$ cat src/source/fpu_consts.svh
`ifndef FPU_CONSTS_SVH
`define FPU_CONSTS_SVH

// register width of the FP register file
`define FPU_XLEN      64

// single precision fields
`define FPU_SP_EXP_W  8
`define FPU_SP_MAN_W  23

// double precision fields
`define FPU_DP_EXP_W  11
`define FPU_DP_MAN_W  52

// canonical quiet NaNs
`define FPU_SP_QNAN   32'h7fc00000
`define FPU_DP_QNAN   64'h7ff8000000000000

`define FPU_CLASS_W   10  // fclass one-hot mask width

`endif
$ cat src/source/fpu_pkg.sv
`default_nettype none
`include "fpu_consts.svh"

package fpu_pkg;

  typedef enum logic [4:0] {
    OP_FSGNJ  = 5'd0,
    OP_FSGNJN = 5'd1,
    OP_FSGNJX = 5'd2,
    OP_FMIN   = 5'd3,
    OP_FMAX   = 5'd4,
    OP_FEQ    = 5'd5,
    OP_FLT    = 5'd6,
    OP_FLE    = 5'd7,
    OP_FCLASS = 5'd8   // codes above are illegal
  } fpu_op_e;

  typedef enum logic [1:0] {
    SIZE_W     = 2'b00,
    SIZE_DW    = 2'b01,
    SIZE_RSVD2 = 2'b10,
    SIZE_RSVD3 = 2'b11
  } fpu_size_e;

  // unit function, one per supported operation
  typedef enum logic [3:0] {
    FN_SGNJ  = 4'd0,
    FN_SGNJN = 4'd1,
    FN_SGNJX = 4'd2,
    FN_MIN   = 4'd3,
    FN_MAX   = 4'd4,
    FN_EQ    = 4'd5,
    FN_LT    = 4'd6,
    FN_LE    = 4'd7,
    FN_CLASS = 4'd8
  } noncomp_func_e;

  typedef struct packed {
    logic                     sign;
    logic [`FPU_DP_EXP_W-1:0] exp;
    logic [`FPU_DP_MAN_W-1:0] man;
  } fp_dp_view_t;

  typedef struct packed {
    logic [`FPU_XLEN-(1+`FPU_SP_EXP_W+`FPU_SP_MAN_W)-1:0] box;  // all ones when boxed
    logic                                                 sign;
    logic [`FPU_SP_EXP_W-1:0]                             exp;
    logic [`FPU_SP_MAN_W-1:0]                             man;
  } fp_sp_view_t;

  // one register, read as a double or as a boxed single
  typedef union packed {
    fp_dp_view_t dp;
    fp_sp_view_t sp;
  } fp_operand_u;

  typedef struct packed {
    logic nv;  // invalid
    logic dz;
    logic of;
    logic uf;
    logic nx;
  } fpu_fflags_t;

endpackage

`default_nettype wire

$ cat src/source/fpu_top.sv
`timescale 1ns/10ps
`default_nettype none
`include "fpu_consts.svh"

module fpu_top (
  input  logic                 i_clk,
  input  logic                 i_reset_n,
  input  logic                 i_valid_i,
  input  fpu_pkg::fpu_op_e     i_op_i,
  input  fpu_pkg::fpu_size_e   i_size_i,
  input  logic [`FPU_XLEN-1:0] i_rs1_i,
  input  logic [`FPU_XLEN-1:0] i_rs2_i,
  output logic                 o_valid_o,
  output logic [`FPU_XLEN-1:0] o_result_o,
  output fpu_pkg::fpu_fflags_t o_fflags_o
);

  localparam int SP_W = 1 + `FPU_SP_EXP_W + `FPU_SP_MAN_W;

  logic                   w_sp_valid;
  logic                   w_dp_valid;
  fpu_pkg::noncomp_func_e w_func;
  logic [SP_W-1:0]        w_sp_a;
  logic [SP_W-1:0]        w_sp_b;

  logic                   w_sp_out_valid;
  logic [SP_W-1:0]        w_sp_result;
  fpu_pkg::fpu_fflags_t   w_sp_fflags;
  logic                   w_sp_is_int;
  logic                   w_dp_out_valid;
  logic [`FPU_XLEN-1:0]   w_dp_result;
  fpu_pkg::fpu_fflags_t   w_dp_fflags;
  logic                   w_dp_is_int;

  fpu_op_decoder u_decoder (
    .i_valid_i    (i_valid_i),
    .i_op_i       (i_op_i),
    .i_size_i     (i_size_i),
    .o_sp_valid_o (w_sp_valid),
    .o_dp_valid_o (w_dp_valid),
    .o_func_o     (w_func)
  );

  fpu_operand_unbox u_unbox (
    .i_rs1_i  (i_rs1_i),
    .i_rs2_i  (i_rs2_i),
    .o_sp_a_o (w_sp_a),
    .o_sp_b_o (w_sp_b)
  );

  fpu_noncomp_unit #(
    .EXP_W (`FPU_SP_EXP_W),
    .MAN_W (`FPU_SP_MAN_W),
    .QNAN  (`FPU_SP_QNAN)
  ) u_sp_unit (
    .i_clk      (i_clk),
    .i_reset_n  (i_reset_n),
    .i_valid_i  (w_sp_valid),
    .i_func_i   (w_func),
    .i_a_i      (w_sp_a),
    .i_b_i      (w_sp_b),
    .o_valid_o  (w_sp_out_valid),
    .o_result_o (w_sp_result),
    .o_fflags_o (w_sp_fflags),
    .o_is_int_o (w_sp_is_int)
  );

  fpu_noncomp_unit #(
    .EXP_W (`FPU_DP_EXP_W),
    .MAN_W (`FPU_DP_MAN_W),
    .QNAN  (`FPU_DP_QNAN)
  ) u_dp_unit (
    .i_clk      (i_clk),
    .i_reset_n  (i_reset_n),
    .i_valid_i  (w_dp_valid),
    .i_func_i   (w_func),
    .i_a_i      (i_rs1_i),     // doubles need no unboxing
    .i_b_i      (i_rs2_i),
    .o_valid_o  (w_dp_out_valid),
    .o_result_o (w_dp_result),
    .o_fflags_o (w_dp_fflags),
    .o_is_int_o (w_dp_is_int)
  );

  fpu_result_mux u_result_mux (
    .i_sp_valid_i  (w_sp_out_valid),
    .i_sp_result_i (w_sp_result),
    .i_sp_fflags_i (w_sp_fflags),
    .i_sp_is_int_i (w_sp_is_int),
    .i_dp_valid_i  (w_dp_out_valid),
    .i_dp_result_i (w_dp_result),
    .i_dp_fflags_i (w_dp_fflags),
    .i_dp_is_int_i (w_dp_is_int),
    .o_valid_o     (o_valid_o),
    .o_result_o    (o_result_o),
    .o_fflags_o    (o_fflags_o)
  );

endmodule

`default_nettype wire

$ cat src/source/fpu_result_mux.sv
`timescale 1ns/10ps
`default_nettype none
`include "fpu_consts.svh"

module fpu_result_mux (
  input  logic                                 i_sp_valid_i,
  input  logic [`FPU_SP_EXP_W+`FPU_SP_MAN_W:0] i_sp_result_i,
  input  fpu_pkg::fpu_fflags_t                 i_sp_fflags_i,
  input  logic                                 i_sp_is_int_i,
  input  logic                                 i_dp_valid_i,
  input  logic [`FPU_XLEN-1:0]                 i_dp_result_i,
  input  fpu_pkg::fpu_fflags_t                 i_dp_fflags_i,
  input  logic                                 i_dp_is_int_i,
  output logic                                 o_valid_o,
  output logic [`FPU_XLEN-1:0]                 o_result_o,
  output fpu_pkg::fpu_fflags_t                 o_fflags_o
);

  localparam int SP_W  = 1 + `FPU_SP_EXP_W + `FPU_SP_MAN_W;
  localparam int PAD_W = `FPU_XLEN - SP_W;

  assign o_valid_o = i_sp_valid_i | i_dp_valid_i;

  always_comb begin
    o_result_o = '0;
    o_fflags_o = '0;
    if (i_sp_valid_i) begin
      o_result_o = {{PAD_W{~i_sp_is_int_i}}, i_sp_result_i};  // nan-box floats only
      o_fflags_o = i_sp_fflags_i;
    end else if (i_dp_valid_i) begin
      // integer results fit the low word
      o_result_o = i_dp_is_int_i ? {{PAD_W{1'b0}}, i_dp_result_i[SP_W-1:0]} : i_dp_result_i;
      o_fflags_o = i_dp_fflags_i;
    end
  end

  // both units share one latency, so decoder exclusivity must carry through
  always_comb begin
    assert (!(i_sp_valid_i && i_dp_valid_i))
      else $error("sp and dp results collide in the merge");
  end

endmodule

`default_nettype wire

$ cat src/source/fpu_noncomp_unit.sv
`timescale 1ns/10ps
`default_nettype none
`include "fpu_consts.svh"

module fpu_noncomp_unit #(
  parameter int                   EXP_W = `FPU_SP_EXP_W,
  parameter int                   MAN_W = `FPU_SP_MAN_W,
  parameter logic [EXP_W+MAN_W:0] QNAN  = `FPU_SP_QNAN
) (
  input  logic                   i_clk,
  input  logic                   i_reset_n,
  input  logic                   i_valid_i,
  input  fpu_pkg::noncomp_func_e i_func_i,
  input  logic [EXP_W+MAN_W:0]   i_a_i,
  input  logic [EXP_W+MAN_W:0]   i_b_i,
  output logic                   o_valid_o,
  output logic [EXP_W+MAN_W:0]   o_result_o,
  output fpu_pkg::fpu_fflags_t   o_fflags_o,
  output logic                   o_is_int_o
);

  localparam int W = 1 + EXP_W + MAN_W;

  logic                    r_valid;
  fpu_pkg::noncomp_func_e  r_func;
  logic [W-1:0]            r_a;
  logic [W-1:0]            r_b;

  logic [`FPU_CLASS_W-1:0] w_class_a;
  logic [`FPU_CLASS_W-1:0] w_class_b;
  logic                    w_a_nan;
  logic                    w_b_nan;
  logic                    w_any_nan;
  logic                    w_any_snan;
  logic                    w_both_zero;
  logic                    w_mag_lt;
  logic                    w_mag_gt;
  logic                    w_lt_total;
  logic                    w_lt;
  logic                    w_eq;

  // riscv fclass bit order
  function automatic logic [`FPU_CLASS_W-1:0] classify(input logic [W-1:0] v);
    logic                    sign;
    logic                    exp_ones;
    logic                    exp_zero;
    logic                    man_zero;
    logic [`FPU_CLASS_W-1:0] mask;
    sign     = v[W-1];
    exp_ones = &v[W-2:MAN_W];
    exp_zero = ~|v[W-2:MAN_W];
    man_zero = ~|v[MAN_W-1:0];
    mask[0]  = sign & exp_ones & man_zero;         // -inf
    mask[1]  = sign & ~exp_ones & ~exp_zero;       // -normal
    mask[2]  = sign & exp_zero & ~man_zero;        // -subnormal
    mask[3]  = sign & exp_zero & man_zero;         // -0
    mask[4]  = ~sign & exp_zero & man_zero;        // +0
    mask[5]  = ~sign & exp_zero & ~man_zero;
    mask[6]  = ~sign & ~exp_ones & ~exp_zero;
    mask[7]  = ~sign & exp_ones & man_zero;        // +inf
    mask[8]  = exp_ones & ~man_zero & ~v[MAN_W-1]; // signaling nan
    mask[9]  = exp_ones & ~man_zero & v[MAN_W-1];  // quiet nan
    return mask;
  endfunction

  always_ff @(posedge i_clk or negedge i_reset_n) begin
    if (!i_reset_n) begin
      r_valid <= 1'b0;
    end else begin
      r_valid <= i_valid_i;
    end
  end

  always_ff @(posedge i_clk) begin
    if (i_valid_i) begin
      r_func <= i_func_i;
      r_a    <= i_a_i;
      r_b    <= i_b_i;
    end
  end

  assign w_class_a   = classify(r_a);
  assign w_class_b   = classify(r_b);
  assign w_a_nan     = w_class_a[8] | w_class_a[9];
  assign w_b_nan     = w_class_b[8] | w_class_b[9];
  assign w_any_nan   = w_a_nan | w_b_nan;
  assign w_any_snan  = w_class_a[8] | w_class_b[8];
  assign w_both_zero = (w_class_a[3] | w_class_a[4]) & (w_class_b[3] | w_class_b[4]);

  // sign-magnitude order with -0 below +0
  assign w_mag_lt   = r_a[W-2:0] < r_b[W-2:0];
  assign w_mag_gt   = r_a[W-2:0] > r_b[W-2:0];
  assign w_lt_total = (r_a[W-1] != r_b[W-1]) ? r_a[W-1] :
                      r_a[W-1]               ? w_mag_gt : w_mag_lt;

  assign w_lt = w_lt_total & ~w_both_zero & ~w_any_nan;  // zeros compare equal in ieee
  assign w_eq = ((r_a == r_b) | w_both_zero) & ~w_any_nan;

  always_comb begin
    o_result_o = '0;
    o_fflags_o = '0;
    o_is_int_o = 1'b0;
    case (r_func)
      fpu_pkg::FN_SGNJ:  o_result_o = {r_b[W-1], r_a[W-2:0]};
      fpu_pkg::FN_SGNJN: o_result_o = {~r_b[W-1], r_a[W-2:0]};
      fpu_pkg::FN_SGNJX: o_result_o = {r_a[W-1] ^ r_b[W-1], r_a[W-2:0]};
      fpu_pkg::FN_MIN, fpu_pkg::FN_MAX: begin
        if (w_a_nan && w_b_nan) begin
          o_result_o = QNAN;
        end else if (w_a_nan) begin
          o_result_o = r_b;
        end else if (w_b_nan) begin
          o_result_o = r_a;
        end else begin
          o_result_o = (w_lt_total ^ (r_func == fpu_pkg::FN_MAX)) ? r_a : r_b;
        end
        o_fflags_o.nv = w_any_snan;
      end
      fpu_pkg::FN_EQ: begin
        o_result_o    = W'(w_eq);
        o_fflags_o.nv = w_any_snan;  // quiet compare
        o_is_int_o    = 1'b1;
      end
      fpu_pkg::FN_LT, fpu_pkg::FN_LE: begin
        o_result_o    = (r_func == fpu_pkg::FN_LE) ? W'(w_lt | w_eq) : W'(w_lt);
        o_fflags_o.nv = w_any_nan;   // signaling compare
        o_is_int_o    = 1'b1;
      end
      fpu_pkg::FN_CLASS: begin
        o_result_o = W'(w_class_a);
        o_is_int_o = 1'b1;
      end
      default: ;
    endcase
  end

  assign o_valid_o = r_valid;

  // every operand falls in exactly one class
  a_class_onehot: assert property (
    @(posedge i_clk) disable iff (!i_reset_n)
      o_valid_o |-> ($onehot(w_class_a) && $onehot(w_class_b))
  ) else $error("operand classify mask is not one-hot");

endmodule

`default_nettype wire

$ cat src/source/fpu_operand_unbox.sv
`timescale 1ns/10ps
`default_nettype none
`include "fpu_consts.svh"

module fpu_operand_unbox (
  input  fpu_pkg::fp_operand_u                   i_rs1_i,
  input  fpu_pkg::fp_operand_u                   i_rs2_i,
  output logic [`FPU_SP_EXP_W+`FPU_SP_MAN_W:0]   o_sp_a_o,
  output logic [`FPU_SP_EXP_W+`FPU_SP_MAN_W:0]   o_sp_b_o
);

  // a single held in a wider register is valid only with an all-ones upper half,
  // anything else reads as the canonical NaN
  function automatic logic [`FPU_SP_EXP_W+`FPU_SP_MAN_W:0] unbox(
    input fpu_pkg::fp_operand_u r
  );
    if (&r.sp.box) begin
      return {r.sp.sign, r.sp.exp, r.sp.man};
    end
    return `FPU_SP_QNAN;  // broken box
  endfunction

  assign o_sp_a_o = unbox(i_rs1_i);
  assign o_sp_b_o = unbox(i_rs2_i);

endmodule

`default_nettype wire

$ cat src/source/fpu_op_decoder.sv
`timescale 1ns/10ps
`default_nettype none

module fpu_op_decoder (
  input  logic                   i_valid_i,
  input  fpu_pkg::fpu_op_e       i_op_i,
  input  fpu_pkg::fpu_size_e     i_size_i,
  output logic                   o_sp_valid_o,
  output logic                   o_dp_valid_o,
  output fpu_pkg::noncomp_func_e o_func_o
);

  logic w_legal_op;

  always_comb begin
    w_legal_op = 1'b1;
    case (i_op_i)
      fpu_pkg::OP_FSGNJ:  o_func_o = fpu_pkg::FN_SGNJ;
      fpu_pkg::OP_FSGNJN: o_func_o = fpu_pkg::FN_SGNJN;
      fpu_pkg::OP_FSGNJX: o_func_o = fpu_pkg::FN_SGNJX;
      fpu_pkg::OP_FMIN:   o_func_o = fpu_pkg::FN_MIN;
      fpu_pkg::OP_FMAX:   o_func_o = fpu_pkg::FN_MAX;
      fpu_pkg::OP_FEQ:    o_func_o = fpu_pkg::FN_EQ;
      fpu_pkg::OP_FLT:    o_func_o = fpu_pkg::FN_LT;
      fpu_pkg::OP_FLE:    o_func_o = fpu_pkg::FN_LE;
      fpu_pkg::OP_FCLASS: o_func_o = fpu_pkg::FN_CLASS;
      default: begin
        w_legal_op = 1'b0;              // dropped silently
        o_func_o   = fpu_pkg::FN_SGNJ;
      end
    endcase

    // steer the strobe by operand size
    o_sp_valid_o = i_valid_i & w_legal_op & (i_size_i == fpu_pkg::SIZE_W);
    o_dp_valid_o = i_valid_i & w_legal_op & (i_size_i == fpu_pkg::SIZE_DW);
  end

endmodule

`default_nettype wire

$ cat config.mk
export PLATFORM = sky130hd
export DESIGN_NAME = fpu_top
export DESIGN_NICKNAME = d
export VERILOG_FILES = /design/src/source/fpu_pkg.sv /design/src/source/fpu_top.sv /design/src/source/fpu_result_mux.sv /design/src/source/fpu_noncomp_unit.sv /design/src/source/fpu_operand_unbox.sv /design/src/source/fpu_op_decoder.sv
export VERILOG_INCLUDE_DIRS = /design/src /design/src/source
export SDC_FILE = /design/constraint.sdc
export NUM_CORES = 1
export LEC_CHECK = 0
export ABC_AREA = 1
export BUFFER_PORTS_ARGS = -buffer_cell sky130_fd_sc_hd__buf_4
export CAP_MARGIN = 20
export CELL_PAD_IN_SITES_DETAIL_PLACEMENT = 1
export CELL_PAD_IN_SITES_GLOBAL_PLACEMENT = 2
export CORE_ASPECT_RATIO = 1.5
export CORE_UTILIZATION = 30
export CTS_CLUSTER_DIAMETER = 200
export CTS_CLUSTER_SIZE = 24
export DETAILED_ROUTE_END_ITERATION = 12
export PLACE_DENSITY_LB_ADDON = 0.15
export SYNTH_ARGS = -nofsm -noshare
export SYNTH_HDL_FRONTEND = slang
export SYNTH_SLANG_ARGS = --single-unit
$ cat constraint.sdc
create_clock -name i_clk -period 3.3 [get_ports i_clk]
set_input_delay 0.825 -clock i_clk [delete_from_list [all_inputs] [get_ports i_clk]]
set_output_delay 0.825 -clock i_clk [all_outputs]
set_load 0.01 [all_outputs]
==> results of run 1 <==
-- power by group through the flow --
stage          Clock, mW  Sequential (mW)  Combinational [mW]
2_1_floorplan          0             2.96               0.383
3_3_place_gp           0             2.96               0.869
3_5_place_dp           0             2.96               0.886
4_1_cts             1.75             2.90               0.964
5_1_grt             1.79             2.91                1.15
6_report            1.67             2.90                1.07
-- worst max-delay path: cells and delay by family, from the launching register on --
family	cells	cell delay [ps]
and+or+nand+nor	19	1680
buffers and inverters	4	640
DFF	1	470
adders and majority gates	1	320
-- how the worst max path moves through the flow --
stage,endpoint,slack [ps],depth (start not counted)
after floorplan,u_dp_unit.r_a[0],-1640,5
after global placement,o_result_o[6],-870,23
after detailed placement,o_result_o[6],-870,22
after CTS,o_result_o[10],-1100,23
after global routing,o_result_o[7],-1310,24
final,o_result_o[7],-1130,24
-- cell families after synthesis --
| kind of cell | share of synthesized area, % |
|---|---|
| and+or+nand+nor | 32.3 |
| buffers and inverters | 11.0 |
| DFF | 43.6 |
| AOI/OAI and AO/OA | 4.48 |
| adders and majority gates | 8.54 |
| xor gates and xnor gates | 0.126 |
| other | 0.0270 |
-- flip-flops by register name, summed over array words and instances, names as in the netlist --
signal               flops
u_sp_unit.r_func         4
u_dp_unit.o_valid_o      1
u_sp_unit.r_a           32
u_dp_unit.r_func         4
u_sp_unit.r_b           32
u_dp_unit.r_b           64
u_dp_unit.r_a           64
u_sp_unit.o_valid_o      1
-- metal layers --
metal	up-vias	GRT usage, %	wire length (um)
li1	6870	-	-
met1	6823	25.7	21800
met2	285	49.3	33200
met3	111	1.97	1420
met4	0	11.2	2890
met5	-	0	0
-- final cells by class --
cell class | instances | area, um2
Sequential cell | 202 | 6060
Fill cell | 5477 | 25400
Clock buffer | 16 | 337
Timing Repair Buffer | 537 | 4770
Tap cell | 588 | 736
Clock inverter | 1 | 16.3
Multi-Input combinational cell | 1226 | 7280
Inverter | 310 | 1180
-- cell usage after synthesis, types with 7 or more instances --
master / number / area (um2)
sky130_fd_sc_hd__a21oi_1: 50 / 250
sky130_fd_sc_hd__nor3_1: 16 / 80.1
sky130_fd_sc_hd__nand4_1: 57 / 357
sky130_fd_sc_hd__nor2_1: 110 / 413
sky130_fd_sc_hd__buf_4: 7 / 52.6
sky130_fd_sc_hd__ha_1: 94 / 1180
sky130_fd_sc_hd__buf_6: 7 / 78.8
sky130_fd_sc_hd__inv_1: 308 / 1160
sky130_fd_sc_hd__buf_2: 22 / 110
sky130_fd_sc_hd__o21ai_0: 27 / 135
sky130_fd_sc_hd__nand2_1: 561 / 2110
sky130_fd_sc_hd__nor4_1: 31 / 194
sky130_fd_sc_hd__or2_2: 19 / 119
sky130_fd_sc_hd__clkbuf_1: 28 / 105
sky130_fd_sc_hd__nand3_1: 188 / 941
sky130_fd_sc_hd__nand3b_1: 15 / 113
sky130_fd_sc_hd__edfxtp_1: 200 / 6010
-- repair_timing --
item / CTS / global route
buffers inserted: 13 / 12
setup endpoints to repair: 65 / 65
pin swaps: 27 / 89
gates resized for setup: 103 / 189
cloned: 7 / 5
==> out/results.txt, run 1 <==
The flow ran to the end, but the final reports show violations. The final reports fail on setup timing. The post-synthesis average cell area is 7.71 um2. For the final standard cell area without fillers, the log shows 20,400 um2. The critical setup path kind is reg2out.

The number of nets with antenna violations after routing is 0, and the total overflow reported by the global router is 0. Total detailed-routing wirelength: 59,300 um. The post-route netlist has 34.2% of its cells at a drive strength greater than 1. The tools report the final hold violation count as 0. The headroom to the max-slew limit came out at 61.1%.

The placer's final routability congestion estimate came out at 0.858. Of all flip-flops after synthesis, the portion carrying an async set or reset was 0.990%. For the share of power burned in the clock network, the log shows 29.5%. The first global-routing pass estimated 87,200 um of wire. The signal on the critical path passes through ha_4, nand2_4, nor2_4, nand4_1, buf_4, nor3_4, nand2_1, nand2_1, nand2_1, nand2_1, nand2_1, nand2_2, nand2_2, nand2_2, nand3_4, buf_12, nand2_8, clkbuf_16, nand2_1, nand3_1, nand2_1, nand2_2, nand2_2, buf_6. The core region is 45,800 um2. The mapped cell area is 13,900 um2, and the actual slew at the worst max-slew pin is 584 ps. The floorplan step set the die width to 178 um. The clock net in this run drives a total of 202 sinks. The Yosys step of the flow raised 0 warnings. For the worst setup path, the data required time is 2470 ps.

TritonCTS built the clock tree. Input and output buffers added on the ports amount to 203. For this run, the top clock speed supported by timing is 226 MHz.

The share of the core filled with cells in the final layout was 44.5%. Setup repair after global routing could not meet its margin everywhere. For the number of max-cap violations, the log shows 0.

Among all flip-flop cells after synthesis, the most frequent one is sky130_fd_sc_hd__edfxtp_1. The portion of total power attributed to sequential cells was 51.5%; the total die area was 47,200 um2. Once placement completed, the tool counted placed cells totaling 2,828. Pre-CTS setup slack: -869 ps. The worst endpoint data arrival time is 3600 ps. The critical path starts at u_dp_unit.r_a[28].

The biggest cell delay along the critical path is 470 ps, and the number of buffers created by CTS is 12. The tools report the launching element type of the critical path as a flop. The initial antenna violation count was 0; the post-detailed-placement cell area was 18,300 um2. The flop and latch count out of synthesis was 202; the initial standard-cell utilization of the core was 30.3%. The detailed-route wire length per cell came out at 20.6 um.

By instance count, the cell type seen most on the critical path is sky130_fd_sc_hd__nand2_1. Dividing the final minimum period by the clock period gives 134%. The DRC violation count after routing is 0.

In this run the worst hold path is classified as in2async. The tools report the number of nets in the final layout as 2,521. For the least setup slack across all paths after layout, the log shows -1130 ps. The tree is rooted in a sky130_fd_sc_hd__clkbuf_16. Clock-pin slew was measured on the worst setup and hold paths at 110 ps. In this run the power spent charging and discharging nets is 1.53 mW. Adding up every negative setup slack in the final design gives -67,540 ps.

In the layout the commonest cells are sky130_fd_sc_hd__nand2_1 (466), sky130_fd_sc_hd__buf_4 (442), sky130_fd_sc_hd__inv_1 (294). The pre-antenna-repair detailed-routing pass consisted of 4 iterations. The number of unique standard cell types used by synthesis is 42. Global router's overall resource usage: 24.8%. Detailed-placement wirelength estimate: 45,800 um.

The number of pins with negative max-slew slack in the final report was 0; the maximum vdd ir drop was 368 uV. The number of top-level pins was 208; the number of flops mapped to enable cells by yosys was 200. Using the TritonRoute via totals, the vias-per-cell ratio works out to 4.89.

0 antenna diodes ended up in the layout. The run gives 5.64 mW as the total design power. Cell internal power was estimated by the tool at 4.11 mW. The total via count in the routed design was 14,100. After the first detailed-routing iteration, the DRC count stood at 721. The maximum number of pins on one net before global-route repair came out at 70.

The floorplan step set the die height to 266 um. The floorplan has 96 rows. The maximum fanout encountered on the critical timing path was 8; the area growth from synthesis to layout was 46.7%.

The post-layout minimum cycle time was 4430 ps; the count of mapped cells out of synthesis was 1,801. STA classifies the critical path endpoint as an output pin. The number of hold buffers added after cts came out at 0. In this run the deepest clock path goes through 3 buffers. Setup violations remaining at the end of the flow were counted as 65. Most common cell after layout, fill and taps aside: sky130_fd_sc_hd__nand2_1.

Per report_power, the combinational group accounts for 18.9% of the total. For this design, the slowest cell found on the critical path is sky130_fd_sc_hd__edfxtp_1. Sequential fraction of the synthesis area: 43.6%. The analysis attributes to cell leakage a power of 10.0 nW. The ratio of total power to cell area is 277 nW/um2, and the net switching share of the total power is 27.1%. Leaving out filler cells and counting taps, the final layout contains 2,880. The via count of the first global-routing pass came out at 15,200.

The logs give 1 for the H-tree depth and 101 ps for the worst hold slack after final layout.
No activity file was read; power rests on OpenSTA's default activity.
==> inputs of run 2 (changes only) <==
--- a/config.mk
+++ b/config.mk
@@ -12,7 +12,7 @@
 export CELL_PAD_IN_SITES_DETAIL_PLACEMENT = 1
 export CELL_PAD_IN_SITES_GLOBAL_PLACEMENT = 2
 export CORE_ASPECT_RATIO = 1.5
-export CORE_UTILIZATION = 30
+export CORE_UTILIZATION = 34
 export CTS_CLUSTER_DIAMETER = 200
 export CTS_CLUSTER_SIZE = 24
 export DETAILED_ROUTE_END_ITERATION = 12
==> constraint.sdc (replaced) <==
create_clock -name i_clk -period 5 [get_ports i_clk]
set_input_delay 1.25 -clock i_clk [delete_from_list [all_inputs] [get_ports i_clk]]
set_output_delay 1.25 -clock i_clk [all_outputs]
set_load 0.01 [all_outputs]
==> run 2 against run 1 <==
Against the previous run: the flow now finishes without violations; global-route usage increased by 0.67 points; cell count down 13%; flip-flop and latch count stayed put; core utilization shrank 2.2 points; sequential share of layout area increased by 5.9 points; wire length down 9.2%; design area decreased by 17%; first-iteration DRC count down 8.7%; critical path type unchanged; critical endpoint is now o_result_o[63]; largest power group unchanged; highest routed layer unchanged.
==> out/results.txt, run 2 (synthesized netlist as in run 1, its figures left out) <==
The area growth from synthesis to layout came out at 22.4% (was 46.7%). The run gives 0 (unchanged) as the total overflow reported by the global router. The required time at the worst-slack endpoint was 3750 ps (was 2470 ps). The maximum fanout encountered on the critical timing path is 20 (was 8), and the actual slew at the worst max-slew pin is 1030 ps (was 584 ps). Registers with the highest flip-flop counts: u_dp_unit.r_a: 64 flops, u_dp_unit.r_b: 64 flops (unchanged). The launching element type of the critical path is a flop (unchanged). The pre-CTS setup slack is 244 ps (was -869 ps). The critical setup path kind is reg2out (unchanged). The share of power burned in the clock network is 30.9% (was 29.5%), and the total die area is 41,700 um2 (was 47,200 um2). The most common cell after layout, fill and taps aside is sky130_fd_sc_hd__nand2_1 (unchanged). The tools report the number of nets in the final layout as 2,234 (was 2,521). Share of the clock period used by the worst path: 98.4%. The detailed-placement wirelength estimate is 40,300 um (was 45,800 um), and the die height is 250 um (was 266 um). The ratio of total power to cell area is 206 nW/um2 (was 277 nW/um2). The number of rows in the core area is 90 (was 96), and the maximum vdd ir drop is 352 uV (was 368 uV). The tools report the number of buffers created by CTS as 12 (unchanged). The flow ran to the end, and the final reports show no timing, DRC or antenna violations. The run gives 0 (unchanged) as the initial antenna violation count. The logs give 0 (unchanged) for the number of hold buffers added after cts and 0 (was 65) for the setup-violating endpoint count in the final report. The logs give 3.51 mW (was 5.64 mW) for the total design power and 208 (unchanged) for the number of top-level pins. Most used cells in the layout excluding fill and tap cells: sky130_fd_sc_hd__nand2_1 (516), sky130_fd_sc_hd__inv_1 (303), sky130_fd_sc_hd__buf_4 (207) (was sky130_fd_sc_hd__nand2_1 (466), sky130_fd_sc_hd__buf_4 (442), sky130_fd_sc_hd__inv_1 (294)). The H-tree depth is 1 (unchanged), and the achievable clock frequency is 203 MHz.

Worst endpoint data arrival time: 3670 ps (was 3600 ps). Count of clock tree sinks: 202 (unchanged). The cell internal power dissipation is 2.57 mW (was 4.11 mW), and the per-cell via count in the routed design is 5.21 (was 4.89). For the diode insertion count for antenna repair, the log shows 0 (unchanged). The class of the tightest hold or removal check was in2async (unchanged).

For the number of max-cap violations, the log shows 0 (unchanged). Setup repair after global routing could not meet its margin everywhere. For the fraction of power consumed by combinational cells, the log shows 14.2% (was 18.9%). The run gives 8.30 nW (was 10.0 nW) as the reported leakage power.

The tools report the initial standard-cell utilization of the core as 34.5% (was 30.3%). Placer's final routability congestion estimate: 0.873 (was 0.858). TritonCTS built the clock tree. The number of pins with negative max-slew slack in the final report came out at 0 (unchanged).

The global router's overall resource usage was 25.5% (was 24.8%); the portion of total power attributed to sequential cells was 54.9% (was 51.5%). Worst-case clock buffer depth: 3 (unchanged). The detailed-route wire length per cell came out at 21.4 um (was 20.6 um). The endpoint class of the critical path was an output pin (unchanged). For the total via count in the routed design, the log shows 13,100 (was 14,100). The x dimension of the die is 167 um (was 178 um), and the placeable core area is 40,200 um2 (was 45,800 um2). CTS clock-pin slew for the worst setup and hold paths: 110 ps (about the same). The via count of the first global-routing pass is 13,800 (was 15,200), and the layout cell share with drive strength beyond 1 is 18.6% (was 34.2%).

The net switching share of the total power came out at 26.7% (was 27.1%). For the detailed-routing iteration count for the pre-antenna-repair pass, the log shows 5 (was 4). The tools report the final hold violation count as 0 (unchanged).

The least setup slack across all paths after layout is 81.7 ps (was -1130 ps), and the DRC violation count after routing is 0 (unchanged). The total detailed-routing wirelength was 53,800 um (was 59,300 um). The quantity of I/O buffers inserted on ports was 203 (unchanged); the post-layout minimum cycle time was 4920 ps.

The violation count after the first detailed-routing iteration came out at 658 (was 721). The root buffer cell is sky130_fd_sc_hd__clkbuf_16 (unchanged). The maximum number of pins on one net before global-route repair is 70 (unchanged), and the number of nets with antenna violations after routing is 0 (unchanged). The switching power summed over all nets came out at 0.935 mW (was 1.53 mW).

First-pass GRT wire length: 80,600 um (was 87,200 um). The headroom to the max-slew limit was 31.0% (was 61.1%).
-- run 2: power groups by stage --
stage | Sequential [mW] | Clock (mW) | Combinational (mW)
after global placement | 1.96 | 0 | 0.454
after global routing | 1.93 | 1.16 | 0.546
after CTS | 1.92 | 1.12 | 0.473
final | 1.92 | 1.08 | 0.499
after detailed placement | 1.96 | 0 | 0.462
after floorplan | 1.95 | 0 | 0.253
-- run 2: timing repair --
| item | 4_1_cts | 5_1_grt |
|---|---|---|
| buffers inserted | 3 | 2 |
| pin swaps | 2 | 8 |
| gates resized for setup | 8 | 102 |
| hold endpoints to repair | 0 | 0 |
| cloned | 1 | 4 |
| setup endpoints to repair | 64 | 64 |
-- run 2: how the worst max path moves through the flow --
stage	startpoint	cells past startpoint	slack (ps)	to
floorplan	i_op_i[4]	5	-360	u_dp_unit.r_a[0]
global route	u_dp_unit.r_a[60]	22	-160	o_result_o[35]
global placement	u_dp_unit.r_a[62]	20	290	o_result_o[35]
detailed placement	u_dp_unit.r_a[62]	20	240	o_result_o[27]
CTS	u_dp_unit.r_a[61]	20	10	o_result_o[7]
finish	u_dp_unit.r_a[62]	22	80	o_result_o[63]
-- run 2: cell type report --
| class | count | area, um2 |
|---|---|---|
| inverter | 310 | 1180 |
| multi-input combinational | 1225 | 6610 |
| sequential | 202 | 6060 |
| timing repair buffer | 251 | 2170 |
| clock buffer | 16 | 337 |
| tap | 506 | 633 |
| fill | 4885 | 23200 |
| clock inverter | 1 | 16.3 |
-- run 2: metrics by stage --
step                cells  setup TNS, ps  utilization (%)  hold slack [ps]  cell area [um2]
floorplan            1804         -48110                -              954            13900
global placement     2484              0             40.0             1050            16100
detailed placement   2484              0             40.0             1050            16100
CTS                  2505              0             41.1              506            16500
global route         2511          -6820             42.3              504            17000
finish               2511              0             42.3              526            17000
-- run 2: routing by layer --
layer,global-route usage [%],up-vias,wire (um)
met5,0,-,0
met4,10.2,0,2160
met3,1.84,91,1490
met2,49.5,264,29400
met1,28.2,6424,20800
li1,-,6293,-
-- run 2: worst max-delay path, cell delays in order (launching register included) --
cell and delay [ps]:
sky130_fd_sc_hd__edfxtp_1 470, sky130_fd_sc_hd__ha_4 300, sky130_fd_sc_hd__nand2_1 70, sky130_fd_sc_hd__nor2_2 110, sky130_fd_sc_hd__nand4_1 200, sky130_fd_sc_hd__nor2_2 240, sky130_fd_sc_hd__nand2_2 90, sky130_fd_sc_hd__nor2_4 140
sky130_fd_sc_hd__nand2_1 80, sky130_fd_sc_hd__nand2_1 80, sky130_fd_sc_hd__nand2_1 70, sky130_fd_sc_hd__nand2_2 100, sky130_fd_sc_hd__nand2_2 60, sky130_fd_sc_hd__nand2_2 70, sky130_fd_sc_hd__nand3_4 150, sky130_fd_sc_hd__nand2_8 200
sky130_fd_sc_hd__clkbuf_16 230, sky130_fd_sc_hd__nand2_1 60, sky130_fd_sc_hd__nand3_1 60, sky130_fd_sc_hd__nand2_1 60, sky130_fd_sc_hd__nand2_1 90, sky130_fd_sc_hd__nand2_1 60, sky130_fd_sc_hd__buf_4 150
==> inputs of run 3 (changes only) <==
--- a/config.mk
+++ b/config.mk
@@ -12,7 +12,7 @@
 export CELL_PAD_IN_SITES_DETAIL_PLACEMENT = 1
 export CELL_PAD_IN_SITES_GLOBAL_PLACEMENT = 2
 export CORE_ASPECT_RATIO = 1.5
-export CORE_UTILIZATION = 34
+export CORE_UTILIZATION = 33
 export CTS_CLUSTER_DIAMETER = 200
 export CTS_CLUSTER_SIZE = 24
 export DETAILED_ROUTE_END_ITERATION = 12
==> run 3 against run 2 <==
Against the previous run: the flow now finishes with violations (setup timing); first-iteration DRC count is 2.4% lower; power is 2.7% higher; via count is 0.33% higher; combinational power is 15% higher; setup slack worse by 110 ps; clock-buffer cell count is 1 higher; critical path type unchanged.
==> out/results.txt, run 3 (synthesized netlist as in run 1, its figures left out) <==
The most common cell after layout, fill and taps aside was sky130_fd_sc_hd__nand2_1 (unchanged). The cell at the slowest stage of the critical path is sky130_fd_sc_hd__edfxtp_1 (unchanged). The logs give 13,100 (about the same) for the total via count in the routed design and 0 (unchanged) for the DRC violation count after routing.

For the maximum number of pins on one net before global-route repair, the log shows 134 (was 70). The routed length on met3 came out at 1600 um (was 1490 um). The required time at the worst-slack endpoint came out at 3750 ps (about the same).

The via count of the first global-routing pass was 13,700 (was 13,800); the fraction of power consumed by combinational cells was 15.9% (was 14.2%). The CTS clock-pin slew for the worst setup and hold paths was 120 ps (was 110 ps); the maximum fanout encountered on the critical timing path was 7 (was 20). The number of rows in the core area was 91 (was 90); the diode insertion count for antenna repair was 0 (unchanged). Registers with the highest flip-flop counts: u_dp_unit.r_a: 64 flops, u_dp_unit.r_b: 64 flops (unchanged).

The run gives 3.60 mW (was 3.51 mW) as the total design power. The per-cell via count in the routed design was 5.08 (was 5.21). TritonCTS built the clock tree.

The worst-case clock buffer depth is 3 (unchanged). The launching element type of the critical path was a flop (unchanged). The logs give 0 (unchanged) for the initial antenna violation count and 33.6% (was 34.5%) for the initial standard-cell utilization of the core. The die height works out to 253 um (was 250 um). The actual slew at the worst max-slew pin came out at 1070 ps (was 1030 ps).

The worst endpoint data arrival time was 3770 ps (was 3670 ps); the reported leakage power was 8.54 nW (was 8.30 nW). The checks that failed: setup timing. For the headroom to the max-slew limit, the log shows 28.8% (was 31.0%). The tools report the root buffer cell as sky130_fd_sc_hd__clkbuf_16 (unchanged). The flow ran to the end, but the final reports show violations. The least setup slack across all paths after layout is -24.0 ps (was 81.7 ps). The violation count after the first detailed-routing iteration came out at 642 (was 658). The count of clock tree sinks is 202 (unchanged). The placeable core area came out at 41,300 um2 (was 40,200 um2). The share of power burned in the clock network was 30.7% (was 30.9%); the portion of total power attributed to sequential cells was 53.4% (was 54.9%).

The layout cell share with drive strength beyond 1 is 22.3% (was 18.6%), and the biggest cell delay along the critical path is 480 ps (was 470 ps). The post-layout minimum cycle time is 5020 ps (was 4920 ps), and the number of filler cells placed in the layout is 5,028 (was 4,885). The sum of negative setup slack is -24.0 ps (was 0 ps). The number of pins with negative max-slew slack in the final report was 0 (unchanged); the x dimension of the die was 169 um (was 167 um). The quantity of I/O buffers inserted on ports is 203 (unchanged), and the routed metal-1 wirelength is 21,900 um (was 20,800 um).

The detailed-route wire length per cell came out at 21.7 um (was 21.4 um). The number of hold buffers added after cts was 0 (unchanged). Most used cells in the layout excluding fill and tap cells: sky130_fd_sc_hd__nand2_1 (484), sky130_fd_sc_hd__inv_1 (302), sky130_fd_sc_hd__buf_4 (203) (was sky130_fd_sc_hd__nand2_1 (516), sky130_fd_sc_hd__inv_1 (303), sky130_fd_sc_hd__buf_4 (207)). The net switching share of the total power works out to 27.4% (was 26.7%). Class of the tightest hold or removal check: in2async (unchanged).

The maximum vdd ir drop was 251 uV (was 352 uV). The first-pass GRT wire length was 81,100 um (was 80,600 um); the area growth from synthesis to layout was 27.4% (was 22.4%). The tools report the global router's overall resource usage as 25.3% (was 25.5%).

The tools report the endpoint class of the critical path as an output pin (unchanged). The tools report the cell internal power dissipation as 2.62 mW (was 2.57 mW). The number of nets in the final layout was 2,252 (was 2,234). The logs give 0 (unchanged) for the number of max-cap violations and 208 (unchanged) for the number of top-level pins.

The most frequent cell on the critical path was sky130_fd_sc_hd__nand2_2 (was sky130_fd_sc_hd__nand2_1). Setup-violating endpoint count in the final report: 1 (was 0). The total detailed-routing wirelength was 56,100 um (was 53,800 um). The tools report the total placed cells including tap cells as 2,531 (was 2,484). The H-tree depth was 1 (unchanged). The share of the clock period used by the worst path was 100% (was 98.4%); the achievable clock frequency was 199 MHz (was 203 MHz). The critical setup path kind is reg2out (unchanged). The run gives 0 (unchanged) as the total overflow reported by the global router.

Switching power summed over all nets: 0.986 mW (was 0.935 mW). Crit path cell chain: ha_4, nand2_4, nor2_4, nand4_1, nor2_2, nand2_2, nor2_4, nand2_1, nand2_2, nand2_2, nand2_4, nand2_2, nand2_2, nand3_4, nand2_8, buf_12, nand2_1, nand3_1, nand2_1, nand2_1, nand2_2, buf_6 (was ha_4, nand2_1, nor2_2, nand4_1, nor2_2, nand2_2, nor2_4, nand2_1, nand2_1, nand2_1, nand2_2, nand2_2, nand2_2, nand3_4, nand2_8, clkbuf_16, nand2_1, nand3_1, nand2_1, nand2_1, nand2_1, buf_4). The non-filler instance count after layout is 2,582 (was 2,511). Setup repair after global routing could not meet its margin everywhere. For the total die area, the log shows 42,900 um2 (was 41,700 um2).

The highest signal layer in the routed design was met4 (unchanged). The final hold violation count came out at 0 (unchanged). The logs give 30,700 um (was 29,400 um) for the wire length on met2 and 40,600 um (was 40,300 um) for the detailed-placement wirelength estimate. The run gives 5 (unchanged) as the detailed-routing iteration count for the pre-antenna-repair pass. The number of nets with antenna violations after routing is 0 (unchanged). The placer's final routability congestion estimate was 0.883 (was 0.873); the ratio of total power to cell area was 204 nW/um2 (was 206 nW/um2).

Number of buffers created by CTS: 12 (unchanged).
run 3: stage by stage:
step	hold slack (ps)	setup slack [ps]	area, um2	util [%]
2_1_floorplan	954	-362	13900	-
3_3_place_gp	1050	414	16200	39.1
3_5_place_dp	1050	384	16200	39.1
4_1_cts	491	8.00	16600	40.2
5_1_grt	488	-156	17700	42.8
6_report	512	-24.0	17700	42.8
run 3: cell type report:
cell class / instances / area [um2] / area share, %
multi-input cells: 1226 / 6930 / 39.2
flip-flops and latches: 202 / 6060 / 34.2
repair buffers: 268 / 2470 / 13.9
inverters: 310 / 1180 / 6.66
well taps: 558 / 698 / 3.95
clock buffers: 17 / 340 / 1.92
clock inverters: 1 / 16.3 / 0.0920
run 3: path summary, 6_finish.rpt:
kind                       slack, ps  depth (start not counted)             endpoint         startpoint
min                              510                          1  u_sp_unit.o_valid_o          i_reset_n
max in group asynchronous       4390                          1  u_dp_unit.o_valid_o          i_reset_n
min in group i_clk               910                          1    u_dp_unit.r_a[61]        i_rs1_i[61]
max                              -20                         22       o_result_o[28]  u_dp_unit.r_a[62]
run 3: worst max-delay path, delay by kind of cell (launching register included):
family | cells | cell delay [ps]
adders and majority gates | 1 | 320
buffers and inverters | 2 | 290
DFF | 1 | 480
and+or+nand+nor | 19 | 2110
run 3: power by group through the flow:
stage                     logic [mW]  registers [mW]  clock network, mW
final                          0.572            1.92               1.11
after global routing           0.616            1.93               1.19
after CTS                      0.499            1.92               1.14
after detailed placement       0.486            1.96                  0
after global placement         0.475            1.96                  0
after floorplan                0.253            1.95                  0
run 3: metal layers:
metal	up-vias	GRT usage, %
li1	6326	-
met2	297	50.4
met1	6404	28.0
met4	0	7.64
met3	88	1.72
met5	-	0
run 3: what timing repair did:
action / in CTS / in global routing
buffers inserted: 6 / 17
gates cloned: 1 / 9
setup endpoints to repair: 55 / 64
gates resized for setup: 5 / 193
pin swaps: 3 / 66
